## src/tpu_pkg.sv

```systemverilog
`default_nettype none

package tpu_pkg;

  // Field and word widths
  localparam int data_w_c      = 16;  // Weight or activation
  localparam int acc_w_c       = 32;  // Product sum, buffer word
  localparam int instr_w_c     = 16;
  localparam int opcode_w_c    = 3;   // Top bits of an instruction
  localparam int operand_w_c   = 13;  // Remaining low bits
  localparam int mem_addr_w_c  = 6;
  localparam int prog_addr_w_c = 3;

  // Depths and timing
  localparam int prog_depth_c     = 8;   // Program slots
  localparam int mem_depth_c      = 64;  // Weight memory and unified buffer
  localparam int compute_cycles_c = 6;   // Execute cycles held by one COMPUTE

  typedef logic [data_w_c-1:0]      data_t;
  typedef logic [acc_w_c-1:0]       acc_t;
  typedef logic [instr_w_c-1:0]     instr_t;     // {opcode, operand}
  typedef logic [operand_w_c-1:0]   operand_t;
  typedef logic [mem_addr_w_c-1:0]  mem_addr_t;  // Low operand bits
  typedef logic [prog_addr_w_c-1:0] prog_addr_t;

  // Codes 6 and 7 are left undefined and run as a no-op
  typedef enum logic [opcode_w_c-1:0] {
    op_nop         = 3'd0,  // END
    op_load_addr   = 3'd1,
    op_load_weight = 3'd2,
    op_load_input  = 3'd3,
    op_compute     = 3'd4,
    op_store       = 3'd5
  } opcode_e;

  typedef enum logic [1:0] {
    idle,
    fetch,
    execute,
    finish
  } ctrl_state_e;

endpackage

`default_nettype wire
```

## src/accumulator.sv

```systemverilog
`timescale 1ns/10ps
`default_nettype none

module accumulator (
  input  logic          clk,
  input  logic          reset,
  input  logic          compute_start,
  input  logic          out_valid,
  input  tpu_pkg::acc_t acc_in,
  output tpu_pkg::acc_t acc_mem_0,  // Row 1 result of this column
  output tpu_pkg::acc_t acc_mem_1,  // Row 2 result
  output logic          full
);

  logic [1:0] slot_q;  // Results held so far

  assign full = (slot_q == 2'd2);

  always_ff @(posedge clk or posedge reset) begin
    if (reset) begin
      slot_q    <= '0;
      acc_mem_0 <= '0;  // STORE before COMPUTE sees zeros
      acc_mem_1 <= '0;
    end else if (compute_start) begin
      slot_q <= '0;  // Old results stay until overwritten
    end else if (out_valid && !full) begin
      if (slot_q == 2'd0)
        acc_mem_0 <= acc_in;
      else
        acc_mem_1 <= acc_in;
      slot_q <= slot_q + 2'd1;
    end
  end

endmodule

`default_nettype wire

```

## config.mk

```make
export PLATFORM = sky130hd
export DESIGN_NAME = accumulator
export DESIGN_NICKNAME = d
export VERILOG_FILES = /design/src/tpu_pkg.sv /design/src/accumulator.sv
export SDC_FILE = /design/constraint.sdc
export NUM_CORES = 1
export LEC_CHECK = 0
export ABC_AREA = 0
export BUFFER_PORTS_ARGS = -buffer_cell sky130_fd_sc_hd__clkbuf_2
export CORE_MARGIN = 10
export CORE_UTILIZATION = 25
export CTS_CLUSTER_DIAMETER = 200
export DETAILED_ROUTE_END_ITERATION = 6
export MAX_ROUTING_LAYER = met4
export PLACE_DENSITY_LB_ADDON = 0.12
export SLEW_MARGIN = 20
export SYNTH_ARGS = -nofsm -noshare
export SYNTH_HDL_FRONTEND = slang
export SYNTH_SLANG_ARGS = --single-unit
```

## constraint.sdc

```tcl
create_clock -name clk -period 2.65 [get_ports clk]
set_clock_uncertainty 0.1 [all_clocks]
set_input_delay 0.3975 -clock clk [delete_from_list [all_inputs] [get_ports clk]]
set_output_delay 0.3975 -clock clk [all_outputs]
set_load 0.05 [all_outputs]
```

== Yosys cells after proc, flatten, opt, wreduce, memory -nomap -nowiden ==
Index checks and enable logic that the tools add are counted.

* Eq/ne operators: 1
* Reduce and logical (&&, ||, !) cells: 6
* Multiplexer cells: 2
* Add/sub/neg operators: 1
* Bitwise logic cells: 2

{| class="wikitable"
|+ Operator list
! cell !! count
|-
| $reduce_and A3 Y1 || 2
|-
| $mux W2 || 2
|-
| $add A2 B1 Y2 const B || 1
|-
| $eq A2 B2 Y1 const B || 1
|-
| $logic_not A2 Y1 || 1
|-
| $not A1 Y1 || 2
|-
| $reduce_bool A2 Y1 || 1
|-
| $logic_and A1 B1 Y1 || 1
|-
| $logic_not A1 Y1 || 1
|}

* Flip-flop bits (word level): 66
* Output and inout port bits: 65
* Input bits: 36

== Depth between registers and ports, before layout ==
Gate-level depths: netlist of run 1.

* Depth after elaboration: 5
* Depth in mapped cells: 7

== Worst setup path after synthesis of run 1 ==
No wires, ideal clock.

* Path type: register to register
* From: reg slot_q[0]
* To: reg acc_mem_1[0]
* Arrival time: 1.836 ns
* Data required time: 2.425 ns
* Setup time: 0.125 ns
* Cell stages (with the launch flop): 7
* Setup slack: 0.589 ns
* Period minus slack after synthesis: 2.061 ns
* Path through: dfrtp_1 -> inv_1 -> ha_1 -> nor2b_4 -> nor3b_4 -> buf_6 -> mux2_2

* Word-level cells in the longest chain between the ends: 4
* Elaborated cells on any way between the ends: 6
* Those cells by class: eq/ne: 1; bitwise: 1; reduce/logical: 4

{| class="wikitable"
|+ Ends and longest elaborated chain
! what !! line !! text
|-
| start: declaration || accumulator.sv:15 || <nowiki>logic [1:0] slot_q;</nowiki>
|-
| start signal: assignment || accumulator.sv:31 || <nowiki>slot_q <= slot_q + 2'd1;</nowiki>
|-
| $eq A2 B2 Y1 || accumulator.sv:17 || <nowiki>assign full = (slot_q == 2'd2);</nowiki>
|-
| net full || accumulator.sv:12 || <nowiki>output logic full</nowiki>
|-
| $logic_not A1 Y1 || accumulator.sv:26 || <nowiki>end else if (out_valid && !full) begin</nowiki>
|-
| $logic_and A1 B1 Y1 || accumulator.sv:26 ||
|-
| $reduce_and A3 Y1 (no line) || - ||
|-
| end signal: assignment || accumulator.sv:30 || <nowiki>acc_mem_1 <= acc_in;</nowiki>
|-
| end: declaration || accumulator.sv:11 || <nowiki>output tpu_pkg::acc_t acc_mem_1,</nowiki>
|}

The timed path passes the listed nets, and every way through them passes these cells.
A chain may end at the register's enable or synchronous reset.

== Worst setup path in the final report of run 1 ==
* From: reg slot_q[0]
* To: reg acc_mem_1[2]

* Word-level cells in the longest chain between the ends: 4
* Elaborated cells on any way between the ends: 6
* Those cells by class: eq/ne: 1; bitwise: 1; reduce/logical: 4

{| class="wikitable"
|+ Ends and longest elaborated chain
! what !! line
|-
| $eq A2 B2 Y1 || accumulator.sv:17
|-
| $logic_not A1 Y1 || accumulator.sv:26
|-
| $logic_and A1 B1 Y1 || accumulator.sv:26
|-
| $reduce_and A3 Y1 (no line) * || -
|}

Mark *: on every way between the ends. The rest lies on a longest branch, timed or not.

==> results of run 1 <==
-- worst register-to-register path, stage by stage, from the launching register on --
cell and delay (ns):
sky130_fd_sc_hd__dfrtp_1 0.36, sky130_fd_sc_hd__inv_1 0.06, sky130_fd_sc_hd__ha_1 0.24, sky130_fd_sc_hd__nor2b_4 0.16, sky130_fd_sc_hd__nor3b_4 0.21, sky130_fd_sc_hd__buf_4 0.31, sky130_fd_sc_hd__mux2_2 0.38
-- final cells by class --
| cell class | instances | area (µm²) | area share, % |
|---|---|---|---|
| clock buffers | 12 | 135 | 3.94 |
| inverters | 3 | 11.3 | 0.329 |
| flip-flops and latches | 66 | 1650 | 48.2 |
| repair buffers | 104 | 556 | 16.2 |
| clock inverters | 3 | 65.1 | 1.90 |
| multi-input cells | 73 | 837 | 24.4 |
| well taps | 136 | 170 | 4.97 |
-- layout by cell type (no fill, tap or decap), drive strengths merged --
master / instances
nor3b: 1
xnor2: 1
ha: 2
and3b: 1
clkinv: 1
nor2b: 1
bufinv: 2
mux2i: 1
mux2: 64
dfrtp: 66
buf: 4
inv: 3
nor2: 2
clkbuf: 112
-- flip-flops by register name, indices dropped and copies added, names as in the netlist --
| signal | count |
|---|---|
| acc_mem_1 | 32 |
| acc_mem_0 | 32 |
| slot_q | 2 |
-- path summary, 6_finish.rpt --
path / startpoint / end / slack (ns) / depth (start not counted)
max: slot_q[0] / acc_mem_1[2] / 0.73 / 6
min: reset / acc_mem_1[21] / 0.004 / 3
max reg2reg: slot_q[0] / acc_mem_1[2] / 0.73 / 6
min reg2reg: acc_mem_1[3] / acc_mem_1[3] / 0.39 / 1
max in group asynchronous: reset / acc_mem_0[14] / 2.15 / 3
min in group clk: acc_in[3] / acc_mem_1[3] / 0.20 / 2
-- layer usage --
| layer | GRT usage (%) | vias up | routed length [µm] |
|---|---|---|---|
| li1 | - | 734 | - |
| met1 | 9.95 | 762 | 2660 |
| met2 | 13.3 | 58 | 2900 |
| met3 | 3.98 | 5 | 481 |
| met4 | 3.80 | 0 | 58 |
| met5 | - | - | 0 |
-- cells by family after synthesis --
| group | synth area share [%] |
|---|---|
| DFF | 64.1 |
| muxes | 29.2 |
| buffers and inverters | 3.50 |
| and+or+nand+nor | 1.89 |
| adders and majority gates | 0.971 |
| xor gates and xnor gates | 0.340 |
-- per-stage QoR --
| step | instance area (µm²) | setup slack [ns] | cells | hold WS (ns) |
|---|---|---|---|---|
| detailed placement | 3230 | 0.715 | 382 | 0.374 |
| global placement | 3230 | 0.734 | 382 | 0.370 |
| floorplan | 2580 | 0.498 | 149 | 0.364 |
| global route | 3430 | 0.586 | 397 | 0.0344 |
| CTS | 3430 | 0.700 | 397 | 0.0117 |
| finish | 3430 | 0.726 | 397 | 0.00418 |
==> insert_results.sql, run 1 <==
INSERT INTO impl_metrics (metric_group, metric, value, unit) VALUES
('routing', 'routedWlPerCell', '15.4', 'µm'),
('floorplan', 'pin_count', '101', ''),
('yosys', 'yosysMostFrequentCell', 'sky130_fd_sc_hd__dfrtp_1', ''),
('setup_path', 'cp-end-kind', 'register', ''),
('setup_path', 'critical_path_peak_fanout', '19', ''),
('timing', 'clock.fmax', '520', 'MHz'),
('setup_path', 'worst_path_max_delay_cell', 'sky130_fd_sc_hd__mux2_2', ''),
('place', 'placement.io_buffers', '100', ''),
('layout', 'area_growth', '32.9', '%'),
('yosys', 'synth_largest_area_cell', 'sky130_fd_sc_hd__dfrtp_1', ''),
('timing', 'fin_crit_sh', '72.6', '%'),
('yosys', 'synth.lib_cells_used.distinct', '13', ''),
('yosys', 'number_of_flops_mapped_to_enable_cells_by_yosys', '0', ''),
('yosys', 'synth_top_area_share', '64.1', '%'),
('routing', 'detailedRoute.firstPassIterationCount', '4', ''),
('global_routing', 'grt.overflow.total', '0', ''),
('floorplan', 'floorplan.core_area', '0.0102', 'mm²'),
('setup_path', 'path_cells', 'inv_1 -> ha_1 -> nor2b_4 -> nor3b_4 -> buf_4 -> mux2_2', ''),
('clock_network', 'clockBufferDepth', '2', ''),
('status', 'run_status', 'completed', ''),
('yosys', 'synth-seq-cells', '66', ''),
('timing', 'rsz0062_at_grt', 'no', ''),
('layout', 'final.fill_count', '1055', ''),
('timing', 'slew_viol_final', '0', ''),
('timing', 'worstMarginPinSlew', '0.360', 'ns'),
('yosys', 'ys.warnings.count', '0', ''),
('timing', 'slew_headroom', '76.0', '%'),
('setup_path', 'required_time_worst_endpoint', '2.77', 'ns'),
('yosys', 'synth_area_per_cell', '17.3', 'µm²'),
('clock_network', 'clkSlewWorstSetupHoldPaths', '0.07', 'ns'),
('clock_network', 'post_cts_buffers', '0', ''),
('timing', 'setup_tns', '0', 'ns'),
('routing', 'post-route-drc-count', '0', ''),
('place', 'place.detailed.hpwl', '4.47', 'mm'),
('timing', 'setup_violation_total_in_the_final_timing_report', '0', ''),
('global_routing', 'antenna_found_initial', '0', ''),
('floorplan', 'starting_density', '25.3', '%'),
('place', 'place_congestion', '0.675', ''),
('global_routing', 'grt_pass1_vias', '1798', ''),
('global_routing', 'gr-usage-all-layers', '8.83', '%'),
('hold_path', 'holdCritPathClass', 'primary input to async pin', ''),
('yosys', 'synth_area_leaders', 'sky130_fd_sc_hd__dfrtp_1 (64%), sky130_fd_sc_hd__mux2_2 (24%), sky130_fd_sc_hd__mux2_4 (3.5%)', ''),
('routing', 'route.final.wire_length', '6.10', 'mm'),
('yosys', 'ys_top_cells_by_count', 'sky130_fd_sc_hd__dfrtp_1 (66), sky130_fd_sc_hd__mux2_2 (56), sky130_fd_sc_hd__buf_6 (7), sky130_fd_sc_hd__mux2_4 (6), sky130_fd_sc_hd__inv_1 (3)', ''),
('floorplan', 'die_h', '122', 'µm'),
('setup_path', 'worst-endpoint-arrival', '2.04', 'ns'),
('yosys', 'postSynthNetCount', '187', ''),
('clock_network', 'hold_buf_cts', '0', ''),
('flow_run', 'drv.max_cap_violation_count', '0', ''),
('clock_network', 'clock_tree.htree_level_count', '3', ''),
('floorplan', 'design.die.area', '0.0148', 'mm²'),
('setup_path', 'critical_path_class', 'register to register', ''),
('setup_path', 'worst-path-buf-inv', '2', ''),
('timing', 'hold_viol', '0', ''),
('floorplan', 'row_count', '37', ''),
('yosys', 'ys_dominant_reg_cell', 'sky130_fd_sc_hd__dfrtp_1', ''),
('routing', 'drt_iter0_markers', '35', ''),
('clock_network', 'clkLatencyLatePin', '0.33', 'ns'),
('yosys', 'ys_seq_area_share', '64.1', '%'),
('yosys', 'syn_inst', '149', ''),
('setup_path', 'crit_path_start_kind', 'register', ''),
('clock_network', 'cts_tree', 'done', ''),
('layout', 'finalCoreUtilization', '33.6', '%'),
('layout', 'num_antenna_cells', '0', ''),
('global_routing', 'grt_first_pass_wirelength', '9.80', 'mm'),
('routing', 'avgViaCountPerCell', '3.93', ''),
('routing', 'postRouteAntennaNets', '0', ''),
('layout', 'layout_cells_sized_above_1', '69.7', '%'),
('yosys', 'synth.cell_area', '0.00258', 'mm²'),
('clock_network', 'cts-buffers-inserted', '9', ''),
('clock_network', 'clock-sinks', '66', ''),
('layout', 'fin_nets', '295', ''),
('floorplan', 'die-width', '122', 'µm'),
('clock_network', 'clock_tree.root_cell', 'sky130_fd_sc_hd__clkbuf_8', ''),
('timing', 'final.min_clock_period', '1.92', 'ns'),
('yosys', 'async_reset_ff_share', '100', '%'),
('clock_network', 'cts.repair.resized', '0', ''),
('global_routing', 'grt_start_max_net_pins', '67', ''),
('setup_path', 'critical-path-top-delay-family', 'buffers and inverters', ''),
('setup_path', 'critPathMaxStageDelay', '0.37', 'ns'),
('routing', 'route.vias.total', '1559', '');
Power of run 1 is left out: the tool's default activity adds up to more than one toggle a clock period on the data nets, which glitch-free logic cannot reach.
==> run 2: changes to the inputs <==
==> constraint.sdc (replaced) <==
create_clock -name clk -period 1.56 [get_ports clk]
set_clock_uncertainty 0.1 [all_clocks]
set_input_delay 0.234 -clock clk [delete_from_list [all_inputs] [get_ports clk]]
set_output_delay 0.234 -clock clk [all_outputs]
set_load 0.05 [all_outputs]
==> insert_results.sql, run 2 (synthesis results as in run 1) <==
INSERT INTO impl_metrics (metric_group, metric, value, unit) VALUES
('floorplan', 'die_h', '122', 'µm'),
('layout', 'finalCoreUtilization', '36.1', '%'),
('layout', 'area_growth', '42.6', '%'),
('power', 'comb_power_share', '51.1', '%'),
('layout', 'final.fill_count', '1032', ''),
('timing', 'hold_ws', '0.0323', 'ns'),
('setup_path', 'cp-end-kind', 'register', ''),
('place', 'place_congestion', '0.672', ''),
('layout', 'layout_cells_sized_above_1', '72.1', '%'),
('timing', 'hold_viol', '0', ''),
('clock_network', 'clkLatencyLatePin', '0.34', 'ns'),
('floorplan', 'die-width', '122', 'µm'),
('global_routing', 'gr-usage-met2', '13.8', '%'),
('power', 'p_seq_share', '32.3', '%'),
('setup_path', 'required_time_worst_endpoint', '1.68', 'ns'),
('power', 'cellInternalPower', '4.46', 'mW'),
('routing', 'route.vias.total', '1611', ''),
('timing', 'final.min_clock_period', '1.80', 'ns'),
('power', 'pwr_density_cell', '2360', 'mW/mm²'),
('timing', 'clock.fmax', '556', 'MHz'),
('routing', 'drt_iter0_markers', '61', ''),
('setup_path', 'crit_path_start_kind', 'register', ''),
('layout', 'mostFrequentLayoutCell', 'sky130_fd_sc_hd__clkbuf_2', ''),
('setup_path', 'path_cells', 'ha_4 -> nor2b_4 -> nor3b_4 -> buf_4 -> buf_12 -> mux2_2', ''),
('setup_path', 'critPathMaxStageDelay', '0.43', 'ns'),
('floorplan', 'pin_count', '101', ''),
('routing', 'routedWlPerCell', '16.0', 'µm'),
('clock_network', 'clock-sinks', '66', ''),
('place', 'placedInstanceArea', '0.00339', 'mm²'),
('global_routing', 'gr-usage-all-layers', '9.38', '%'),
('layout', 'largest_registers', 'acc_mem_0: 32 flops, acc_mem_1: 32 flops, slot_q: 2 flops', ''),
('global_routing', 'met3_resource_use_gr', '3.56', '%'),
('power', 'power.static_leakage', '1.80', 'nW'),
('setup_path', 'worst_path_max_delay_cell', 'sky130_fd_sc_hd__dfrtp_1', ''),
('power', 'p_sw_share', '48.6', '%'),
('timing', 'setup_violation_total_in_the_final_timing_report', '64', ''),
('clock_network', 'clock_tree.htree_level_count', '3', ''),
('timing', 'slew_headroom', '75.6', '%'),
('clock_network', 'clkSlewWorstSetupHoldPaths', '0.08', 'ns'),
('timing', 'postLayoutSetupSlackWorst', '-0.237', 'ns'),
('global_routing', 'grt.overflow.total', '0', ''),
('global_routing', 'grt_first_pass_wirelength', '10.4', 'mm'),
('layout', 'num_antenna_cells', '0', ''),
('routing', 'route.final.wire_length', '6.52', 'mm'),
('power', 'post-layout-total-power', '8.68', 'mW'),
('floorplan', 'row_count', '37', ''),
('routing', 'postRouteAntennaNets', '0', ''),
('clock_network', 'cts-buffers-inserted', '9', ''),
('flow_run', 'drv.max_cap_violation_count', '0', ''),
('floorplan', 'design.die.area', '0.0148', 'mm²'),
('setup_path', 'crit_start', 'slot_q[1]', ''),
('status', 'run_status', 'finished with violations', ''),
('global_routing', 'grt-busiest-layer', 'met2', ''),
('place', 'preCtsSetupSlack', '-0.237', 'ns'),
('layout', 'fin_nets', '305', ''),
('setup_path', 'critical_path_class', 'register to register', ''),
('timing', 'fin_crit_sh', '115', '%'),
('floorplan', 'starting_density', '25.3', '%'),
('timing', 'worstMarginPinSlew', '0.365', 'ns'),
('layout', 'postLayoutCellArea', '0.00367', 'mm²'),
('global_routing', 'grt_pass1_vias', '1866', ''),
('hold_path', 'holdCritPathClass', 'primary input to register', ''),
('timing', 'setup_tns', '-11.85', 'ns'),
('global_routing', 'grt_start_max_net_pins', '67', ''),
('global_routing', 'antenna_found_initial', '0', ''),
('setup_path', 'reg2reg_from', 'slot_q[1]', ''),
('hold_path', 'hp-start', 'acc_in[3]', ''),
('timing', 'rsz0062_at_grt', 'yes', ''),
('power', 'net-switching-power', '4.22', 'mW'),
('place', 'place.detailed.instances', '385', ''),
('global_routing', 'grtUsageMet1', '11.3', '%'),
('clock_network', 'clockBufferDepth', '2', ''),
('place', 'place.detailed.hpwl', '4.55', 'mm'),
('layout', 'most-common-layout-cells', 'sky130_fd_sc_hd__clkbuf_2 (99), sky130_fd_sc_hd__dfrtp_1 (66), sky130_fd_sc_hd__mux2_4 (34)', ''),
('setup_path', 'worst-endpoint-arrival', '1.92', 'ns'),
('layout', 'layout.cells.non_filler', '408', ''),
('status', 'violations', 'negative setup slack', ''),
('setup_path', 'critical_path_peak_fanout', '12', ''),
('timing', 'slew_viol_final', '0', ''),
('routing', 'post-route-drc-count', '0', ''),
('clock_network', 'clock_tree.root_cell', 'sky130_fd_sc_hd__clkbuf_8', ''),
('clock_network', 'cts_tree', 'done', ''),
('place', 'placement.io_buffers', '100', ''),
('power', 'power_frac_clock', '16.5', '%'),
('floorplan', 'floorplan.core_area', '0.0102', 'mm²'),
('routing', 'avgViaCountPerCell', '3.95', ''),
('routing', 'detailedRoute.firstPassIterationCount', '2', ''),
('power', 'irDropWorstVdd', '965', 'µV');
[run 2: final timing paths]
path	cells past startpoint	slack [ns]	end
setup / recovery	6	-0.24	acc_mem_1[2]
hold / removal	2	0.03	acc_mem_1[3]
setup reg to reg	6	-0.24	acc_mem_1[2]
hold reg to reg	1	0.39	acc_mem_1[4]
max in group asynchronous	4	0.64	acc_mem_0[31]
min in group asynchronous	4	0.42	acc_mem_0[16]
[run 2: power groups by stage]
stage | clock, mW | combinational [mW] | sequential [mW]
floorplan | 0 | 0.972 | 5.24
global placement | 0 | 4.43 | 2.84
detailed placement | 0 | 4.45 | 2.84
CTS | 1.51 | 4.50 | 2.82
finish | 1.43 | 4.44 | 2.81
global route | 1.57 | 4.65 | 2.91
[run 2: final cells by class]
type / count / area, µm² / share of cell area, %
clock buffer: 11 / 141 / 3.85
clock inverter: 5 / 53.8 / 1.46
sequential: 66 / 1650 / 44.9
tap: 136 / 170 / 4.63
multi-input combinational: 73 / 955 / 26.0
inverter: 3 / 15.0 / 0.409
timing repair buffer: 114 / 688 / 18.7
[run 2: timing repair]
item / 4_1_cts / 5_1_grt
resized for setup: 6 / 0
hold buffers: 1 / 0
setup endpoints to repair: 65 / 65
gates cloned: 1 / 0
endpoints found under the hold margin: 66 / 0
pin swaps: 0 / 0
setup buffers: 4 / 1
[run 2: critical path: cells and delay by family, from the launching register on]
kind / cells / cell delay, ns
flip-flops: 1 / 0.43
multiplexers: 1 / 0.34
AND/OR/NAND/NOR: 2 / 0.32
buffers and inverters: 2 / 0.31
adder cells (fa/ha/maj): 1 / 0.18
[run 2: metal layers]
metal	share of wire, %	vias up
li1	-	752
met1	46	790
met2	46	61
met3	6.5	8
met4	1.5	0
met5	0	-
No activity file was read; power rests on OpenSTA's default activity.
